**src/hw/dcache_pkg.sv**
```systemverilog
`default_nettype none

package dcache_pkg;

  // axi4-lite field widths
  parameter int AXI_ADDR_W = 32;
  parameter int AXI_DATA_W = 32;
  parameter int AXI_STRB_W = AXI_DATA_W / 8;
  parameter int AXI_RESP_W = 2;

  parameter logic [AXI_RESP_W-1:0] AXI_RESP_OKAY = 2'b00;

  // cacheable main memory
  parameter logic [31:0] DRAM_BASE = 32'h8000_0000;
  parameter logic [31:0] DRAM_SIZE = 32'h0000_0400;

  // uncached device window
  parameter logic [31:0] IO_BASE = 32'h1000_0000;
  parameter logic [31:0] IO_SIZE = 32'h0000_0040;

  // controller states
  typedef enum logic [2:0] {
    HIT_CMP,
    SEND_DATA,
    WAIT_WRITING,
    SEND_ADDR,
    WAIT_DATA,
    FINISH
  } cache_state_t;

endpackage

`default_nettype wire

```
**src/hw/d_cache.sv**
```systemverilog
`timescale 1ns/1ns
`default_nettype none

module d_cache #(
  parameter int LINES = 16
) (
  input  logic        clk,
  input  logic        reset,

  // cpu side
  input  logic [31:0] addr,
  input  logic        mem_wen,
  input  logic        mem_ren,
  input  logic [31:0] data_in,
  input  logic [3:0]  data_in_strb,
  output logic [31:0] data_out,
  output logic        data_read_valid,
  output logic        data_write_ready,

  // axi4-lite read channels
  output logic                                  arvalid,
  input  logic                                  arready,
  output logic [dcache_pkg::AXI_ADDR_W-1:0]     araddr,
  input  logic                                  rvalid,
  output logic                                  rready,
  input  logic [dcache_pkg::AXI_DATA_W-1:0]     rdata,
  input  logic [dcache_pkg::AXI_RESP_W-1:0]     rresp,

  // axi4-lite write channels
  output logic [dcache_pkg::AXI_ADDR_W-1:0]     awaddr,
  output logic                                  awvalid,
  input  logic                                  awready,
  output logic [dcache_pkg::AXI_DATA_W-1:0]     wdata,
  output logic [dcache_pkg::AXI_STRB_W-1:0]     wstrb,
  output logic                                  wvalid,
  input  logic                                  wready,
  input  logic [dcache_pkg::AXI_RESP_W-1:0]     bresp,
  input  logic                                  bvalid,
  output logic                                  bready,

  // line storage
  input  logic        hit,
  input  logic        dirty,
  input  logic [31:0] line_data,
  input  logic [31:0] victim_addr,
  output logic        cache_wen,
  output logic [31:0] cache_wdata,
  output logic [3:0]  cache_wstrb,
  output logic        cache_set_dirty
);

  localparam int LINE_COUNT_CHECK = LINES;

  dcache_pkg::cache_state_t state;

  logic cacheable;
  logic request;
  logic rresp_ok;
  logic bresp_ok;

  assign cacheable = (addr - dcache_pkg::DRAM_BASE) < dcache_pkg::DRAM_SIZE;
  assign request   = mem_ren || mem_wen;
  assign rresp_ok  = rresp == dcache_pkg::AXI_RESP_OKAY;
  assign bresp_ok  = bresp == dcache_pkg::AXI_RESP_OKAY;

  // handshake outputs follow the state directly
  assign arvalid = state == dcache_pkg::SEND_ADDR;
  assign rready  = state == dcache_pkg::WAIT_DATA;
  assign awvalid = state == dcache_pkg::SEND_DATA;
  assign wvalid  = state == dcache_pkg::SEND_DATA;
  assign bready  = state == dcache_pkg::WAIT_WRITING;

  // line writes: store hit or refill
  always_comb begin
    cache_wen       = 1'b0;
    cache_wdata     = rdata;
    cache_wstrb     = 4'hF;
    cache_set_dirty = 1'b0;
    if (state == dcache_pkg::HIT_CMP && cacheable && hit && mem_wen) begin
      cache_wen       = 1'b1;
      cache_wdata     = data_in;
      cache_wstrb     = data_in_strb;
      cache_set_dirty = 1'b1;
    end else if (state == dcache_pkg::WAIT_DATA && cacheable && rvalid && rresp_ok) begin
      // refill lands clean
      cache_wen = 1'b1;
    end
  end

  always_ff @(posedge clk) begin
    if (reset) begin
      state            <= dcache_pkg::HIT_CMP;
      data_read_valid  <= 1'b0;
      data_write_ready <= 1'b0;
    end else begin
      data_read_valid  <= 1'b0;
      data_write_ready <= 1'b0;
      case (state)
        dcache_pkg::HIT_CMP: begin
          if (request) begin
            if (cacheable && hit) begin
              state            <= dcache_pkg::FINISH;
              data_read_valid  <= mem_ren;
              data_write_ready <= mem_wen;
            end else if (cacheable && dirty) begin
              // victim goes out before the refill
              state <= dcache_pkg::SEND_DATA;
            end else if (!cacheable && mem_wen) begin
              state <= dcache_pkg::SEND_DATA;
            end else begin
              state <= dcache_pkg::SEND_ADDR;
            end
          end
        end
        dcache_pkg::SEND_DATA: begin
          if (awready && wready) begin
            state <= dcache_pkg::WAIT_WRITING;
          end
        end
        dcache_pkg::WAIT_WRITING: begin
          if (bvalid) begin
            if (!cacheable) begin
              state            <= dcache_pkg::FINISH;
              data_write_ready <= 1'b1;
            end else if (bresp_ok) begin
              state <= dcache_pkg::SEND_ADDR;
            end else begin
              // failed write-back is retried from the lookup
              state <= dcache_pkg::HIT_CMP;
            end
          end
        end
        dcache_pkg::SEND_ADDR: begin
          if (arready) begin
            state <= dcache_pkg::WAIT_DATA;
          end
        end
        dcache_pkg::WAIT_DATA: begin
          if (rvalid) begin
            if (cacheable && mem_wen) begin
              // store merges on the hit path next cycle
              state <= dcache_pkg::HIT_CMP;
            end else begin
              state           <= dcache_pkg::FINISH;
              data_read_valid <= 1'b1;
            end
          end
        end
        dcache_pkg::FINISH: begin
          state <= dcache_pkg::HIT_CMP;
        end
        default: begin
          state <= dcache_pkg::HIT_CMP;
        end
      endcase
    end
  end

  // bus payload and read data
  always_ff @(posedge clk) begin
    if (state == dcache_pkg::HIT_CMP && request) begin
      araddr <= addr;
      if (cacheable && hit) begin
        data_out <= line_data;
      end
      if (cacheable && !hit && dirty) begin
        awaddr <= victim_addr;
        wdata  <= line_data;
        wstrb  <= 4'hF;
      end else begin
        awaddr <= addr;
        wdata  <= data_in;
        wstrb  <= data_in_strb;
      end
    end
    if (state == dcache_pkg::WAIT_DATA && rvalid) begin
      data_out <= rdata;
    end
  end

  initial begin
    if (LINE_COUNT_CHECK < 2 || (LINE_COUNT_CHECK & (LINE_COUNT_CHECK - 1)) != 0) begin
      $error("d_cache: LINES must be a power of two, at least 2");
    end
  end

endmodule

`default_nettype wire

```
**config.mk**
```make
export PLATFORM = sky130hd
export DESIGN_NAME = d_cache
export DESIGN_NICKNAME = d
export VERILOG_FILES = /design/src/hw/dcache_pkg.sv /design/src/hw/d_cache.sv
export SDC_FILE = /design/constraint.sdc
export NUM_CORES = 1
export LEC_CHECK = 0
export BUFFER_PORTS_ARGS = -buffer_cell sky130_fd_sc_hd__buf_4
export CAP_MARGIN = 20
export CORE_AREA = 3 3 137 139
export CTS_CLUSTER_SIZE = 14
export DETAILED_ROUTE_END_ITERATION = 7
export DIE_AREA = 0 0 140 142
export PLACE_DENSITY = 0.72
export SETUP_SLACK_MARGIN = 0.1
export SLEW_MARGIN = 20
export SYNTH_ARGS = -nofsm -noshare
export SYNTH_HDL_FRONTEND = slang
export SYNTH_SLANG_ARGS = --single-unit
```
**constraint.sdc**
```tcl
create_clock -name clk -period 7.9 [get_ports clk]
set_clock_uncertainty 0.2 [all_clocks]
set_input_delay 0.395 -clock clk [delete_from_list [all_inputs] [get_ports clk]]
set_output_delay 0.395 -clock clk [all_outputs]
set_load 0.05 [all_outputs]
```
Word-level counts from Yosys, hierarchy flattened
Index checks and enable logic that the tools add are counted.

word-level totals
  register bits = 137
  output and inout port bits = 177
  input bits = 179
  word-level logic and storage cells = 76

cells by class
  mux-type cells = 32
  add/sub/neg operators = 1
  equal/unequal tests = 9
  order comparisons = 1
  reductions and logical operators = 25

operators by type and width
  operator                                              number
  2-to-1 mux 32 bit                                     6
  < comparator 32 x 11 -> 1 bit, second input constant  1
  subtractor 32 bit, second input constant              1
  2-to-1 mux 3 bit                                      8
  logical AND 1 bit                                     15
  case mux 3 bit (5 select lines)                       1
  2-to-1 mux 1 bit                                      11
  equality test 3 x 2 -> 1 bit, second input constant   2
  2-to-1 mux 2 bit                                      3
  != test 2 bit, second input constant                  3
  AND reduction 5 bit                                   1
  logical NOT 2 bit                                     2
  2-to-1 mux 4 bit                                      1
  != test 2 x 1 -> 1 bit, second input constant         2
  case mux 1 bit (2 select lines)                       2
  nonzero test 2 bit                                    2
  equality test 3 x 1 -> 1 bit, second input constant   1
  equality test 3 bit, second input constant            1
  logical NOT 3 bit                                     1
  logical NOT 1 bit                                     2
  AND reduction 2 bit                                   1
  logical OR 1 bit                                      1

Longest topological paths before layout
  depth after elaboration = 9
  depth in mapped cells = 7
  gate-level depth less buffers = 5

Least setup slack after synthesis
Ideal clock, no wire load.

  path kind = register to register
  start = register state[0]
  end = register data_out[0] (enable)
  cell stages (with the launch flop) = 5
  path slack = 1061 ps
  buffers on the path = 1
  setup time = 377 ps
  arrival = 6263 ps
  data required time = 7323 ps
  clock period less this slack = 6839 ps
  cell sequence = dfxtp_1 > clkbuf_1 > nor3_1 > nor2b_1 > a31o_2

on the way
  word-level cells in the longest chain between the ends = 4
  elaborated cells on any way between the ends = 7
  classes of those cells = eq/ne (1); reduce/logical (6)

RTL lines
  what                                                             line                            RTL
  start, declared                                                  d_cache.sv:54                   dcache_pkg::cache_state_t state;
  start signal, assigned                                           d_cache.sv:92                   state <= dcache_pkg::HIT_CMP;
  start signal, assigned                                           d_cache.sv:102                  state <= dcache_pkg::FINISH;
  start signal, assigned                                           d_cache.sv:107                  state <= dcache_pkg::SEND_DATA;
  equality test 3 bit / logical NOT 3 bit (equally long branches)  d_cache.sv:176, d_cache.sv:161
  logical AND 1 bit (on tied branches)                             d_cache.sv:176, d_cache.sv:161
  nonzero test 2 bit (no line)                                     -
  AND reduction 2 bit (no line) *                                  -
  end signal, assigned                                             d_cache.sv:164                  data_out <= line_data;
  end signal, assigned                                             d_cache.sv:177                  data_out <= rdata;
  end, declared                                                    d_cache.sv:16                   output logic [31:0] data_out,

Every way passes the cells marked *; elsewhere a longest branch is shown, timed or not.
A chain may end at the register's enable or synchronous reset.

Worst setup path in the final report
  start = input addr[17]
  end = output cache_wdata[18]

on the way
  word-level cells in the longest chain between the ends = 6

RTL lines
  what                             line           RTL
  start, declared                  d_cache.sv:11  input logic [31:0] addr,
  subtractor 32 bit                d_cache.sv:61  assign cacheable = (addr - dcache_pkg::DRAM_BASE) < dcache_pkg::DRAM_SIZE;
  < comparator 32 x 11 -> 1 bit    d_cache.sv:61
  logical AND 1 bit (3 in series)  d_cache.sv:79  if (state == dcache_pkg::HIT_CMP && cacheable && hit && mem_wen) begin
  2-to-1 mux 32 bit                d_cache.sv:79
  end, declared                    d_cache.sv:47  output logic [31:0] cache_wdata,

No other way between the ends.

==> flow_summary.ini <==
[run_status]
status = completed

[synthesis]
synthArstFlopShare_pct = 0
ys_seq_area_share_pct = 66.89
synth_edf_count = 132
ys.flop_type = edfxtp_1
syn_nets = 543
yosysWarnings = 0
synth_fa_ha_area_share_pct = 0
synth_top_family_by_area = multiplexers
avgSynthCellArea_sq_um = 16.69
synthDistinctLibCells = 36
synth_compound_area_share_pct = 4.716
ys_seq_elements = 137
synthSimpleGateAreaFrac_pct = 5.828
synth-xor-area-share_pct = 0
netlist_instances = 364
synthMuxAreaShare_pct = 20.02
netlist_area_sq_mm = 0.006076

[power]
switching_share_pct = 43.45
power_frac_seq_pct = 35.0
leakagePower_nw = 4.139
cellPowerDensity_mw_per_mm2 = 344.6
internal_power_w = 0.001906
irDropWorstVdd_v = 0.0002315
combPwrFrac_pct = 44.0
switching_power_w = 0.001464
p_clk_share_pct = 21.1

[placed_design]
placedCellCount = 932
gp_congestion = 0.9238
port_buffers = 355
dp_hpwl_microns = 14500

[routing]
viasPerCell = 4.800
drt_wl_total_microns = 19160
wl_per_cell_microns = 19.22
drc = 0
initialDrtViolationCount = 192
via_count = 4786
firstDrtPassIters = 4
ant_nets = 0

[sta]
fin_tns_setup_ns = 0
maxSlewHeadroom_pct = 33.33
period_minus_slack_ns = 4.442
rsz0062_at_grt = false
setup-violations-final = 0
finalHoldViolations = 0
finalMaxSlewViolations = 0
period_share_pct = 56.23
tightest_slew_ns = 0.9979
hold-worst-slack_ns = 0.04833
fmax_ghz = 0.2251

[grt]
grt_pass1_wl_microns = 28130
grt_use_total_pct = 18.34
overflow = 0
antenna_found_initial = 0
grt_max_degree = 69
grt_pass1_vias = 5145

[run]
cap_violations = 0

[critical_path]
crit_buf_inv = 4
path_class = in -> out
cp_top_family = simple AND/OR/NAND/NOR gates
cp_max_fo = 19
crit_path_cell_trace = dlygate4sd3_1 -> buf_4 -> nor4_2 -> nand4_1 -> nor2_1 -> nand4_1 -> buf_4 -> mux2_2 -> buf_4
crit_arrival_ns = 3.85
crit_top_cell = buf_4
cp_slowest_cell = nand4_1
max_stage_delay_ns = 0.80
cp.required_ns = 7.30
endpoint_kind = output port
start_kind = input pin

[layout]
area_growth_pct = 60.98
final_nets = 934
nFillCells = 1466
stdcell_count = 997
drive_gt1_share_pct = 66.93
layout_commonest_cell = buf_4
final_cell_mix = buf_4 (359), edfxtp_1 (132), mux2_2 (108), dlygate4sd3_1 (33), a21o_1 (22)
diodes = 0

[clock_network]
cts_buffers = 17
cts.sinks = 137
cts_tree = done
clk-insertion-delay-late_ns = 0.41
clock_path_buffers = 2
clkSlewWorstSetupHoldPaths_ns = 0.06
cts_root_buf = clkbuf_16
htreeDepth = 4

[floorplanning]
die-area_sq_mm = 0.01988
row_count = 49
coreArea_sq_mm = 0.01778
start_util_pct = 34.17
die_w_microns = 140
die_h_microns = 142
pin_count = 356

[hold_path]
hold_class = in -> reg
## synthesized netlist by cell type (3+ instances only)
cell	number	area (sq um)
a21o_1	22	165.2
nand3_1	3	15.01
nor4_1	4	25.02
nand2_1	5	18.77
clkbuf_1	5	18.77
buf_6	4	45.04
a21oi_1	6	30.03
edfxtp_1	132	3964
nand4_1	3	18.77
nor3_1	7	35.03
a2111oi_0	3	26.28
nor2b_1	4	25.02
or2_2	8	50.05
mux2_2	108	1216
buf_8	3	45.04
nor2_1	7	26.28
buf_2	7	35.03
dfxtp_1	5	100.1
nor3b_1	3	22.52
## state kept, by name, summed over array words and instances, names as in the netlist
| register | flops |
|---|---|
| data_read_valid | 1 |
| data_out | 32 |
| wdata | 32 |
| wstrb | 4 |
| araddr | 32 |
| awaddr | 32 |
| data_write_ready | 1 |
| state | 3 |
## per-layer routing
layer,up-vias,part of all wire (%),global-route usage [%]
li1,2208,-,-
met3,36,8.3,6.788
met2,252,54,34.08
met5,-,0,0
met1,2290,35,19.02
met4,0,2.6,6.476
## stage by stage
step           worst slack, ns  utilization, %  area, sq um  power (W)
2_1_floorplan            1.061               -         6076   0.002206
3_3_place_gp             4.090           50.16         8919   0.002660
3_5_place_dp             3.929           50.16         8919   0.002675
4_1_cts                  3.387           55.01         9781   0.003401
5_1_grt                  3.190           55.01         9781   0.003501
6_report                 3.458           55.01         9781   0.003370
## cells by family after synthesis
kind of cell           Yosys count
AO/OA/AOI/OAI                   40
buffers and inverters           21
AND/OR/NAND/NOR                 58
multiplexers                   108
flip-flops                     137
## worst reg2reg max path: cells and delay by family, from the launching register on
kind	cells	cell delay, ns
AND/OR/NAND/NOR	2	1.36
AO/OA/AOI/OAI	1	0.93
flip-flops	1	0.49
## final cells by class
class / instances / area [sq um] / share of cell area (%)
Sequential cell: 137 / 4064 / 41.55
Timing Repair Buffer: 392 / 3025 / 30.93
Multi-Input combinational cell: 206 / 1869 / 19.11
Clock buffer: 19 / 432.9 / 4.426
Tap cell: 229 / 286.5 / 2.930
Clock inverter: 13 / 98.84 / 1.011
Inverter: 1 / 3.754 / 0.03838
## power by group through the flow
| stage | Combinational, W | Clock, W | Sequential, W |
|---|---|---|---|
| after CTS | 0.00150 | 0.000725 | 0.00118 |
| after global routing | 0.00154 | 0.000763 | 0.00120 |
| after global placement | 0.00148 | 0 | 0.00118 |
| after detailed placement | 0.00148 | 0 | 0.00119 |
| final | 0.00148 | 0.000710 | 0.00118 |
| after floorplan | 0.000284 | 0 | 0.00192 |
## final timing paths
check / end / from / depth (start not counted) / slack [ns]
max: cache_wdata[18] / addr[17] / 9 / 3.46
min: data_read_valid / mem_ren / 2 / 0.05
max reg2reg: data_out[20] / state[0] / 3 / 4.53
min reg2reg: data_write_ready / state[1] / 2 / 0.52
## repair_timing
| action | CTS | global route |
|---|---|---|
| endpoints found under the hold margin | 34 | 0 |
| setup buffers | 0 | 0 |
| gates resized for setup | 0 | 0 |
| hold buffers | 33 | 0 |
No activity file was read; power rests on OpenSTA's default activity.
