File: src/hw/direct_map.sv
`timescale 1ns/1ns
`default_nettype none

module direct_map #(
  parameter int LINES = 16
) (
  input  logic        clk,
  input  logic        reset,

  // lookup address, held by the cpu for the whole access
  input  logic [31:0] addr,

  input  logic        write_valid,
  input  logic [31:0] write_data,
  input  logic [3:0]  write_strb,
  input  logic        set_dirty,

  output logic        hit,
  output logic        dirty,
  output logic [31:0] data,
  output logic [31:0] victim_addr
);

  localparam int INDEX_W = $clog2(LINES);
  localparam int TAG_W   = 30 - INDEX_W;

  logic [TAG_W-1:0]   tag_mem  [LINES];
  logic [31:0]        data_mem [LINES];
  logic [LINES-1:0]   valid_q;
  logic [LINES-1:0]   dirty_q;

  logic [INDEX_W-1:0] index;
  logic [TAG_W-1:0]   tag;

  // word offset bits [1:0] select nothing, one word per line
  assign index = addr[INDEX_W+1:2];
  assign tag   = addr[31:INDEX_W+2];

  assign hit   = valid_q[index] && (tag_mem[index] == tag);
  assign dirty = valid_q[index] && dirty_q[index];
  assign data  = data_mem[index];

  // where the resident line lives in memory
  assign victim_addr = {tag_mem[index], index, 2'b00};

  always_ff @(posedge clk) begin
    if (reset) begin
      valid_q <= '0;
      dirty_q <= '0;
    end else if (write_valid) begin
      valid_q[index] <= 1'b1;
      dirty_q[index] <= set_dirty;
    end
  end

  // tag and data arrays
  always_ff @(posedge clk) begin
    if (write_valid) begin
      tag_mem[index] <= tag;
      for (int b = 0; b < 4; b++) begin
        if (write_strb[b]) begin
          data_mem[index][8*b +: 8] <= write_data[8*b +: 8];
        end
      end
    end
  end

endmodule

`default_nettype wire

File: config.mk
export PLATFORM = sky130hd
export DESIGN_NAME = direct_map
export DESIGN_NICKNAME = d
export VERILOG_FILES = /design/src/hw/direct_map.sv
export SDC_FILE = /design/constraint.sdc
export NUM_CORES = 1
export LEC_CHECK = 0
export BUFFER_PORTS_ARGS = -buffer_cell sky130_fd_sc_hd__buf_2
export CAP_MARGIN = 20
export CELL_PAD_IN_SITES_DETAIL_PLACEMENT = 0
export CELL_PAD_IN_SITES_GLOBAL_PLACEMENT = 1
export CORE_AREA = 4 4 280 282
export CTS_BUF_LIST = sky130_fd_sc_hd__clkbuf_4
export CTS_CLUSTER_DIAMETER = 30
export CTS_CLUSTER_SIZE = 20
export DETAILED_ROUTE_END_ITERATION = 12
export DIE_AREA = 0 0 284 286
export GPL_ROUTABILITY_DRIVEN = 0
export PLACE_DENSITY_LB_ADDON = 0.08
export SYNTH_ARGS = -nofsm -noshare
export SYNTH_HDL_FRONTEND = slang
export SYNTH_SLANG_ARGS = --single-unit
File: constraint.sdc
create_clock -name clk -period 10.6 [get_ports clk]
set_input_delay 2.65 -clock clk [delete_from_list [all_inputs] [get_ports clk]]
set_output_delay 2.65 -clock clk [all_outputs]
set_load 0.05 [all_outputs]
# Yosys cells after proc, flatten, opt, wreduce, memory -nomap -nowiden
# Memory sizes are Yosys's and may differ from the RTL's.
# Cells that the tools add are included.
# totals
memories	2
input_bits	72
ram_bits	928
ff_bits	32
elab_cells	32
out_inout_bits	66
# classes
magnitude_cmp	2
n_bitwise	1
n_reduce_logical	3
n_mux	21
n_eq_ne	1
# memory_table
memory	words	word_bits	rd	rd_clocked_by_memory_dff	write_ports	line	text
data_mem	16	32	1	0	1	28	logic [31:0] data_mem [LINES];
tag_mem	16	26	1	0	1	27	logic [TAG_W-1:0] tag_mem [LINES];
# ops
cell	count
$eq 26x26->1	1
$mux 1	17
$bwmux 16	1
$or 16x16->16	1
$bmux 1 s4	2
$lt 4x5->1 const B	1
$demux 1 s4	1
$ge 4x1->1 const B	1
$logic_and 1x1->1	3

# Depth between registers and ports, before layout
# Gate-level depths: netlist of the first run.
# depth
depth_word	5
depth_mapped	13
ltp_nobuf	7

# Worst setup path before layout of the first run
# OpenSTA, ideal clock, no wires.
# synth_path
kind	input to output
from	in addr[2]
to	out hit
setup_slack_ns	1.713
stages	12
t_arrival_ns	6.237
n_path_buf	6
required_time_ns	7.950
cell_sequence	buf_6 > buf_4 > buf_6 > buf_4 > buf_4 > buf_2 > mux2i_1 > mux2i_1 > xnor2_1 > nand4_1 > a211o_1 > nor4_2
# synth_between
elab_chain_cells	3
elab_cells_between_ends	5
classes_between	1 x eq/ne; 2 x mux; 1 x reduce/logical; 1 x memory
# synth_rtl
element	line	text
start: declaration	11	input logic [31:0] addr,
$mem_v2 16x26	-	
named net victim_addr[18]	21	output logic [31:0] victim_addr
$eq 26x26->1	39	assign hit = valid_q[index] && (tag_mem[index] == tag);
$logic_and 1x1->1	39	
end: declaration	18	output logic hit,
# The timed path passes the listed nets, and every way through them passes these cells. The select of a mux whose other input is x is not followed.

# Final worst setup path of the first run
# layout_path
from	in addr[2]
to	out hit
# layout_between
elab_chain_cells	3
elab_cells_between_ends	5
classes_between	1 x eq/ne; 2 x mux; 1 x reduce/logical; 1 x memory
# layout_rtl
element	line
$mem_v2 16x26 / $bmux 1 s4 (equally long branches)	-
$eq 26x26->1 / $mux 1 (equally long branches)	39
$logic_and 1x1->1 (*)	39
# Mark *: on every way between the ends. The rest lies on a longest branch, timed or not. The select of a mux whose other input is x is not followed.

==> results of run 1 <==
==> through the flow <==
| stage | cells | total power [mW] | hold WS, ns |
|---|---|---|---|
| global placement | 2734 | 4.85 | 0.444 |
| CTS | 3051 | 7.86 | 0.476 |
| global route | 3053 | 8.09 | 0.501 |
| detailed placement | 2734 | 4.86 | 0.458 |
| finish | 3057 | 7.76 | 0.471 |
| floorplan | 1678 | 4.67 | 0.435 |
==> critical path: stages <==
cell and delay, ns:
buf_8 0.67, buf_12 0.56, mux4_2 0.61, a22oi_1 0.24, o32a_1 0.20, o2111ai_1 0.11
or4_1 0.59, nor4_2 0.41, buf_2 0.35
==> state kept, by name (all words and copies together) (netlist names) <==
signal    cells
data_mem    512
tag_mem     416
dirty_q      16
valid_q      16
==> layout make-up <==
class / count / area share [%]
clock buffers: 204 / 3.63
flip-flops and latches: 960 / 67.5
clock inverters: 113 / 2.89
well taps: 978 / 2.90
repair buffers: 168 / 2.32
diodes: 6 / 0.0356
inverters: 14 / 0.130
multi-input cells: 614 / 20.6
==> power by group <==
part	switching [mW]	internal (mW)
sequential	0.0127	4.21
clock	1.41	1.59
combinational	0.357	0.187
==> layer usage <==
metal,GRT usage [%],routed length [um],vias up
met5,0,23,-
li1,-,-,7687
met4,5.88,1730,4
met1,29.4,35800,9456
met3,4.96,4900,135
met2,34.5,42100,545
==> how the worst max path moves through the flow <==
stage / slack [ns] / to / start / depth (start not counted)
2_1_floorplan: 1.71 / hit / addr[2] / 12
3_3_place_gp: 1.44 / hit / addr[2] / 9
3_5_place_dp: 1.44 / hit / addr[2] / 9
4_1_cts: 1.42 / hit / addr[2] / 9
5_1_grt: 1.13 / hit / addr[2] / 10
6_report: 1.43 / hit / addr[2] / 9
==> cells by family after synthesis <==
logic type | count (synthesis)
compound gates | 60
xor+xnor | 21
buf+inv | 104
flops | 960
mux | 344
other cells | 1
simple gates | 187
==> cells in the mapped netlist, types with 2 or more instances <==
library cell  instances  share of area (%)
nor2b_1               2              0.033
o221ai_1              3              0.070
edfxtp_1            928                 74
inv_2                 3              0.030
xnor2_1              18               0.42
a211oi_1              3              0.060
buf_2                27               0.36
nand4_1               3              0.050
nand2_1              13               0.13
mux2_2                8               0.24
a221o_1               2              0.053
nor3_1                8               0.11
nor4_2                2              0.067
buf_6                 4               0.12
and2_1               68                1.1
buf_1                 5              0.050
a22o_1                2              0.047
mux4_2              282                 17
o211ai_1              3              0.060
o22ai_1               7               0.12
a2bb2oi_1             2              0.047
inv_1                11               0.11
buf_4                18               0.36
clkbuf_1             36               0.36
dfxtp_1              32                1.7
nor2_1               67               0.67
nand3_1              12               0.16
xor2_1                3              0.070
nor4_1                4              0.067
mux2i_1              53                1.4
nand2b_1              3              0.050
o21ai_0               5              0.067
a21oi_1              12               0.16
a22oi_1               9               0.18
==> tab_implementation.tex, run 1 <==
\begin{tabular}{lr}
\hline
Metric & Value \\
\hline
\multicolumn{2}{l}{\textbf{STA}} \\
\quad Clock tree skew after final layout & 0 ns \\
\quad Slew at the pin closest to its max-slew limit & 1.02 ns \\
\quad Worst rel slew slack & 31.8\% \\
\quad Accumulated negative setup slack & 0 ns \\
\quad Worst Setup Slack, final & 1.43 ns \\
\quad Fin crit share & 86.5\% \\
\quad Pins Over Slew Limit & 0 \\
\quad Final hold violations & 0 \\
\quad RSZ-0062 raised after global routing & false \\
\quad Final period demand of the worst path & 9.17 ns \\
\quad Final Setup Violations & 0 \\
\quad Highest clock frequency the design can meet & 0.109 GHz \\
\multicolumn{2}{l}{\textbf{Synth}} \\
\quad Simple logic cell fraction of the synthesized area & 2.56\% \\
\quad Adder-Cell Fraction of Synth Area & 0\% \\
\quad Cells after synthesis & 1677 \\
\quad Post-Synth XOR/XNOR Area & 0.489\% \\
\quad Number of synthesized register bits & 960 \\
\quad Dominant combinational cell family by area after synthesis & multiplexers \\
\quad Number of enable flip-flop cells after synthesis & 928 \\
\quad Fraction of the yosys area taken by sequential cells & 75.8\% \\
\quad Share of synthesized area spent on multiplexers & 18.6\% \\
\quad Count of distinct cell types in the synthesized netlist & 53 \\
\quad Number of warning messages in the yosys log & 0 \\
\quad Prevailing post-synth register cell & edfxtp\_1 \\
\quad Syn avg cell area & 22.4 sq um \\
\quad Fraction of synthesis flops using an asynchronous set or reset pin & 0\% \\
\quad Area of the mapped netlist & 0.0376 sq mm \\
\quad Complex-gate fraction of the synthesized area & 1.13\% \\
\multicolumn{2}{l}{\textbf{Clocking}} \\
\quad Insertion delay to the later sink of the worst-skew pair & 0.95 ns \\
\quad Number of setup buffers added after CTS & 0 \\
\quad Number of levels in the clock H-tree & 4 \\
\quad TritonCTS clock tree & done \\
\quad Cts repair resizes & 0 \\
\quad Maximum buffer depth of the clock tree & 3 \\
\quad Post-cts hold buffer count & 0 \\
\quad Clock transition at the registers of the reported paths & 0.09 ns \\
\quad Number of buffers created by CTS & 173 \\
\quad Clock net sink count & 960 \\
\quad Clk Tree Root Cell & clkbuf\_4 \\
\multicolumn{2}{l}{\textbf{Layout}} \\
\quad Area taken by multi-input logic gates & 0.00868 sq mm \\
\quad Commonest non-fill, non-tap cell in the layout & edfxtp\_1 \\
\quad Sequential cell area & 0.0285 sq mm \\
\quad Final layout net count & 2003 \\
\quad Layout overhead on the synthesized area & 12.3\% \\
\quad Fraction of the core area covered by cells at the end of the flow & 55.8\% \\
\quad Top library cells by usage in the layout, fill and taps aside & edfxtp\_1 (928), mux4\_2 (282), clkbuf\_4 (204), buf\_2 (129), and2\_1 (68) \\
\quad Layout cell share with drive strength beyond 1 & 36.7\% \\
\quad Area of all placed cells without fillers & 0.0422 sq mm \\
\quad Number of inserted filler cells in the final layout & 5742 \\
\multicolumn{2}{l}{\textbf{Run status}} \\
\quad Status & finished clean \\
\multicolumn{2}{l}{\textbf{Place}} \\
\quad Post-detail-place hpwl & 49.1 mm \\
\quad Worst slack at placement & 1.44 ns \\
\quad Instance area after placement & 0.0394 sq mm \\
\quad Count of buffers from port buffering & 133 \\
\multicolumn{2}{l}{\textbf{Route}} \\
\quad Average detailed-routed wire length per instance & 27.6 um \\
\quad Final routed DRC violation total & 0 \\
\quad Routed via count & 17827 \\
\quad Pre-antenna DRT Iters & 5 \\
\quad Post-detailed-route via-to-cell ratio & 5.83 \\
\quad Remaining antenna violation count & 0 \\
\quad Final WL & 84.5 mm \\
\quad Drt initial violations & 1588 \\
\multicolumn{2}{l}{\textbf{Critical path}} \\
\quad Max Fanout on Critical Path & 81 \\
\quad Worst setup path category & in2out \\
\quad Endpoint kind of the worst setup timing path & primary output \\
\quad Worst R2R Setup Slack & 9.96 ns \\
\quad Capture point of the worst reg-to-reg path & dirty\_q[14] \\
\quad Launching element type of the critical path & input pin \\
\quad Worst Reg2Reg Path Length in Cells & 2 \\
\quad Reg2reg start & dirty\_q[14] \\
\quad Data required time at the worst endpoint & 7.95 ns \\
\quad Arrival time at the worst endpoint & 6.52 ns \\
\multicolumn{2}{l}{\textbf{Global route}} \\
\quad Congestion Overflow GR & 0 \\
\quad Pin count of the biggest net entering global routing & 82 \\
\quad First-pass GRT wire length & 127 mm \\
\quad Antenna violations before repair & 10 \\
\quad Via count of the first global-routing pass & 19199 \\
\quad GRT Total Usage & 21.2\% \\
\multicolumn{2}{l}{\textbf{Die}} \\
\quad Chip Width & 284 um \\
\quad Core outline area & 0.0757 sq mm \\
\quad Initial Utilization & 49.7\% \\
\quad Die ar. & 0.0812 sq mm \\
\quad I/O pin count & 138 \\
\quad Number of standard-cell rows in the floorplan & 101 \\
\quad Die height & 286 um \\
\multicolumn{2}{l}{\textbf{Hold path}} \\
\quad Cell count of the worst hold path & 2 \\
\quad Worst Hold Launch & valid\_q[11] \\
\quad End point of the most critical hold path & valid\_q[11] \\
\quad Class of the tightest hold or removal check & reg2reg \\
\multicolumn{2}{l}{\textbf{Pwr}} \\
\quad Leakage power & 13.6 nW \\
\quad PwrDens & 184 mW/mm\^{}2 \\
\quad Worst IR drop on VDD & 120 uV \\
\multicolumn{2}{l}{\textbf{Job}} \\
\quad Max-cap viol count & 0 \\
\hline
\end{tabular}
Power figures use the tool's default switching activity.
==> run 2: changes to the inputs <==
Settings changed: BUFFER_PORTS_ARGS -buffer_cell sky130_fd_sc_hd__buf_2 to not set, CTS_CLUSTER_SIZE 20 to 12, DONT_BUFFER_PORTS set to 1, SKIP_LAST_GASP set to 1.
==> run 2 against run 1 <==
Compared with the run above: routed wire length is 1.3% higher; register-to-register slack better by 0.03 ns; global-route usage is 0.14 points higher; first-iteration DRC count rose by 1.1%; sequential cell count unchanged; design area fell by 1.3%; critical path depth decreased by 1; sequential power about the same; total power shrank 0.79%; highest routed layer unchanged.
==> tab_implementation.tex, run 2 (synthesized netlist as in run 1, its figures left out) <==
\begin{tabular}{lr}
\hline
Metric & Value \\
\hline
\multicolumn{2}{l}{\textbf{Global route}} \\
\quad Pin count of the biggest net entering global routing & 256 (was 82) \\
\quad GRT Total Usage & 21.4\% (was 21.2\%) \\
\quad Antenna violations before repair & 4 (was 10) \\
\quad Congestion Overflow GR & 0 (unchanged) \\
\quad Via count of the first global-routing pass & 18528 (was 19199) \\
\quad First-pass GRT wire length & 126 mm (was 127 mm) \\
\multicolumn{2}{l}{\textbf{Critical path}} \\
\quad Max Fanout on Critical Path & 211 (was 81) \\
\quad Data required time at the worst endpoint & 7.95 ns (about the same) \\
\quad Worst setup path category & in2out (unchanged) \\
\quad Launching element type of the critical path & input pin (unchanged) \\
\quad Arrival time at the worst endpoint & 6.45 ns (was 6.52 ns) \\
\quad Endpoint kind of the worst setup timing path & primary output (unchanged) \\
\quad Worst Reg2Reg Path Length in Cells & 2 (unchanged) \\
\multicolumn{2}{l}{\textbf{STA}} \\
\quad Clock tree skew after final layout & 0 ns (unchanged) \\
\quad Final Setup Violations & 0 (unchanged) \\
\quad Worst Setup Slack, final & 1.50 ns (was 1.43 ns) \\
\quad Accumulated negative setup slack & 0 ns (unchanged) \\
\quad Pins Over Slew Limit & 0 (unchanged) \\
\quad RSZ-0062 raised after global routing & false (unchanged) \\
\quad Final period demand of the worst path & 9.10 ns (was 9.17 ns) \\
\quad Fin crit share & 85.9\% (was 86.5\%) \\
\quad Final hold violations & 0 (unchanged) \\
\quad Highest clock frequency the design can meet & 0.110 GHz (was 0.109 GHz) \\
\quad Slew at the pin closest to its max-slew limit & 1.16 ns (was 1.02 ns) \\
\quad WHS & 0.467 ns (was 0.471 ns) \\
\quad Worst rel slew slack & 22.9\% (was 31.8\%) \\
\multicolumn{2}{l}{\textbf{Die}} \\
\quad Core outline area & 0.0757 sq mm (unchanged) \\
\quad Initial Utilization & 49.7\% (unchanged) \\
\quad I/O pin count & 138 (unchanged) \\
\quad Number of standard-cell rows in the floorplan & 101 (unchanged) \\
\quad Chip Width & 284 um (unchanged) \\
\quad Die height & 286 um (unchanged) \\
\quad Die ar. & 0.0812 sq mm (unchanged) \\
\multicolumn{2}{l}{\textbf{Layout}} \\
\quad Commonest non-fill, non-tap cell in the layout & edfxtp\_1 (unchanged) \\
\quad Non-filler cells, final & 2944 (was 3057) \\
\quad Layout overhead on the synthesized area & 10.8\% (was 12.3\%) \\
\quad Top library cells by usage in the layout, fill and taps aside & edfxtp\_1 (928), mux4\_2 (282), clkbuf\_4 (203), and2\_1 (68), nor2\_1 (58) (was edfxtp\_1 (928), mux4\_2 (282), clkbuf\_4 (204), buf\_2 (129), and2\_1 (68)) \\
\quad Area of all placed cells without fillers & 0.0417 sq mm (was 0.0422 sq mm) \\
\quad Layout cell share with drive strength beyond 1 & 33.4\% (was 36.7\%) \\
\quad Reg with most FFs & data\_mem (unchanged) \\
\quad Top flop regs & data\_mem (512), tag\_mem (416) (unchanged) \\
\quad Flip-flop count of the largest register after layout & 512 (unchanged) \\
\quad Final layout net count & 1879 (was 2003) \\
\quad Fraction of the core area covered by cells at the end of the flow & 55.0\% (was 55.8\%) \\
\multicolumn{2}{l}{\textbf{Route}} \\
\quad Remaining antenna violation count & 0 (unchanged) \\
\quad Pre-antenna DRT Iters & 7 (was 5) \\
\quad Routed via count & 17594 (was 17827) \\
\quad Post-detailed-route via-to-cell ratio & 5.98 (was 5.83) \\
\quad Average detailed-routed wire length per instance & 29.1 um (was 27.6 um) \\
\quad Final routed DRC violation total & 0 (unchanged) \\
\quad Drt initial violations & 1605 (was 1588) \\
\quad Final WL & 85.6 mm (was 84.5 mm) \\
\multicolumn{2}{l}{\textbf{Pwr}} \\
\quad Internal portion of total power & 5.98 mW (was 5.99 mW) \\
\quad Worst IR drop on VDD & 103 uV (was 120 uV) \\
\quad Reg power frac & 54.9\% (was 54.4\%) \\
\quad Net switching share of the total power & 22.4\% (was 22.9\%) \\
\quad Proportion of power drawn by the clock network & 40.0\% (was 38.6\%) \\
\quad PwrDens & 185 mW/mm\^{}2 (was 184 mW/mm\^{}2) \\
\quad Post-layout total power & 7.70 mW (was 7.76 mW) \\
\quad Switching power & 1.72 mW (was 1.78 mW) \\
\quad Leakage power & 13.1 nW (was 13.6 nW) \\
\quad Share of total power in combinational logic & 5.2\% (was 7.0\%) \\
\multicolumn{2}{l}{\textbf{Clocking}} \\
\quad Insertion delay to the later sink of the worst-skew pair & 1.02 ns (was 0.95 ns) \\
\quad TritonCTS clock tree & done (unchanged) \\
\quad Cts repair resizes & 0 (unchanged) \\
\quad Post-cts hold buffer count & 0 (unchanged) \\
\quad Maximum buffer depth of the clock tree & 3 (unchanged) \\
\quad Clock transition at the registers of the reported paths & 0.06 ns (was 0.09 ns) \\
\quad Number of levels in the clock H-tree & 4 (unchanged) \\
\quad Number of buffers created by CTS & 180 (was 173) \\
\quad Number of setup buffers added after CTS & 0 (unchanged) \\
\quad Clk Tree Root Cell & clkbuf\_4 (unchanged) \\
\quad Clock net sink count & 960 (unchanged) \\
\multicolumn{2}{l}{\textbf{Place}} \\
\quad Count of buffers from port buffering & 0 (was 133) \\
\quad Post-detail-place hpwl & 48.2 mm (was 49.1 mm) \\
\quad Instance area after placement & 0.0388 sq mm (was 0.0394 sq mm) \\
\quad Worst slack at placement & 2.06 ns (was 1.44 ns) \\
\quad Placed Instances & 2603 (was 2734) \\
\multicolumn{2}{l}{\textbf{Job}} \\
\quad Max-cap viol count & 0 (unchanged) \\
\multicolumn{2}{l}{\textbf{Hold path}} \\
\quad Cell count of the worst hold path & 2 (unchanged) \\
\quad Class of the tightest hold or removal check & reg2reg (unchanged) \\
\multicolumn{2}{l}{\textbf{Run status}} \\
\quad Status & finished clean (unchanged) \\
\hline
\end{tabular}
==> run 2: changes by cell type in the layout (fill, tap and decap cells not counted), sizes merged <==
cell and change:
clkinvlp +10, clkbuf -1, clkinv +7, diode -2, bufinv -1, inv +5, buf -131
==> run 2: final cells by class <==
cell class	instances	area [sq um]
Antenna cell	4	10.0
Clock buffer	203	1520
Clock inverter	134	1380
Fill cell	5767	34000
Inverter	14	55.1
Multi-Input combinational cell	614	8690
Sequential cell	960	28500
Tap cell	978	1220
Timing Repair Buffer	37	282
==> run 2: worst max-delay path, cell delays in order <==
cell,delay (ns)
inv_2,0.95
mux2i_1,0.20
mux2i_2,0.86
xnor2_1,0.24
nand4_1,0.20
a211o_1,0.32
nor4_2,0.34
buf_4,0.28
==> run 2: power groups by stage <==
stage | clock network (mW) | logic (mW) | registers (mW)
after floorplan | 0 | 0.362 | 4.31
after CTS | 3.16 | 0.399 | 4.23
after detailed placement | 0 | 0.398 | 4.31
after global routing | 3.38 | 0.412 | 4.23
after global placement | 0 | 0.396 | 4.31
final | 3.08 | 0.397 | 4.23
==> run 2: per-layer routing <==
layer	GRT usage, %	share of wire, %
met4	5.87	1.7
met1	29.0	41
met3	5.84	6.8
met2	34.7	50
met5	0	0.012
==> run 2: worst paths after layout <==
kind,start,endpoint,slack [ns]
setup / recovery,addr[3],hit,1.50
hold / removal,valid_q[9],valid_q[9],0.47
setup reg to reg,dirty_q[2],dirty_q[2],9.99
hold reg to reg,valid_q[9],valid_q[9],0.47
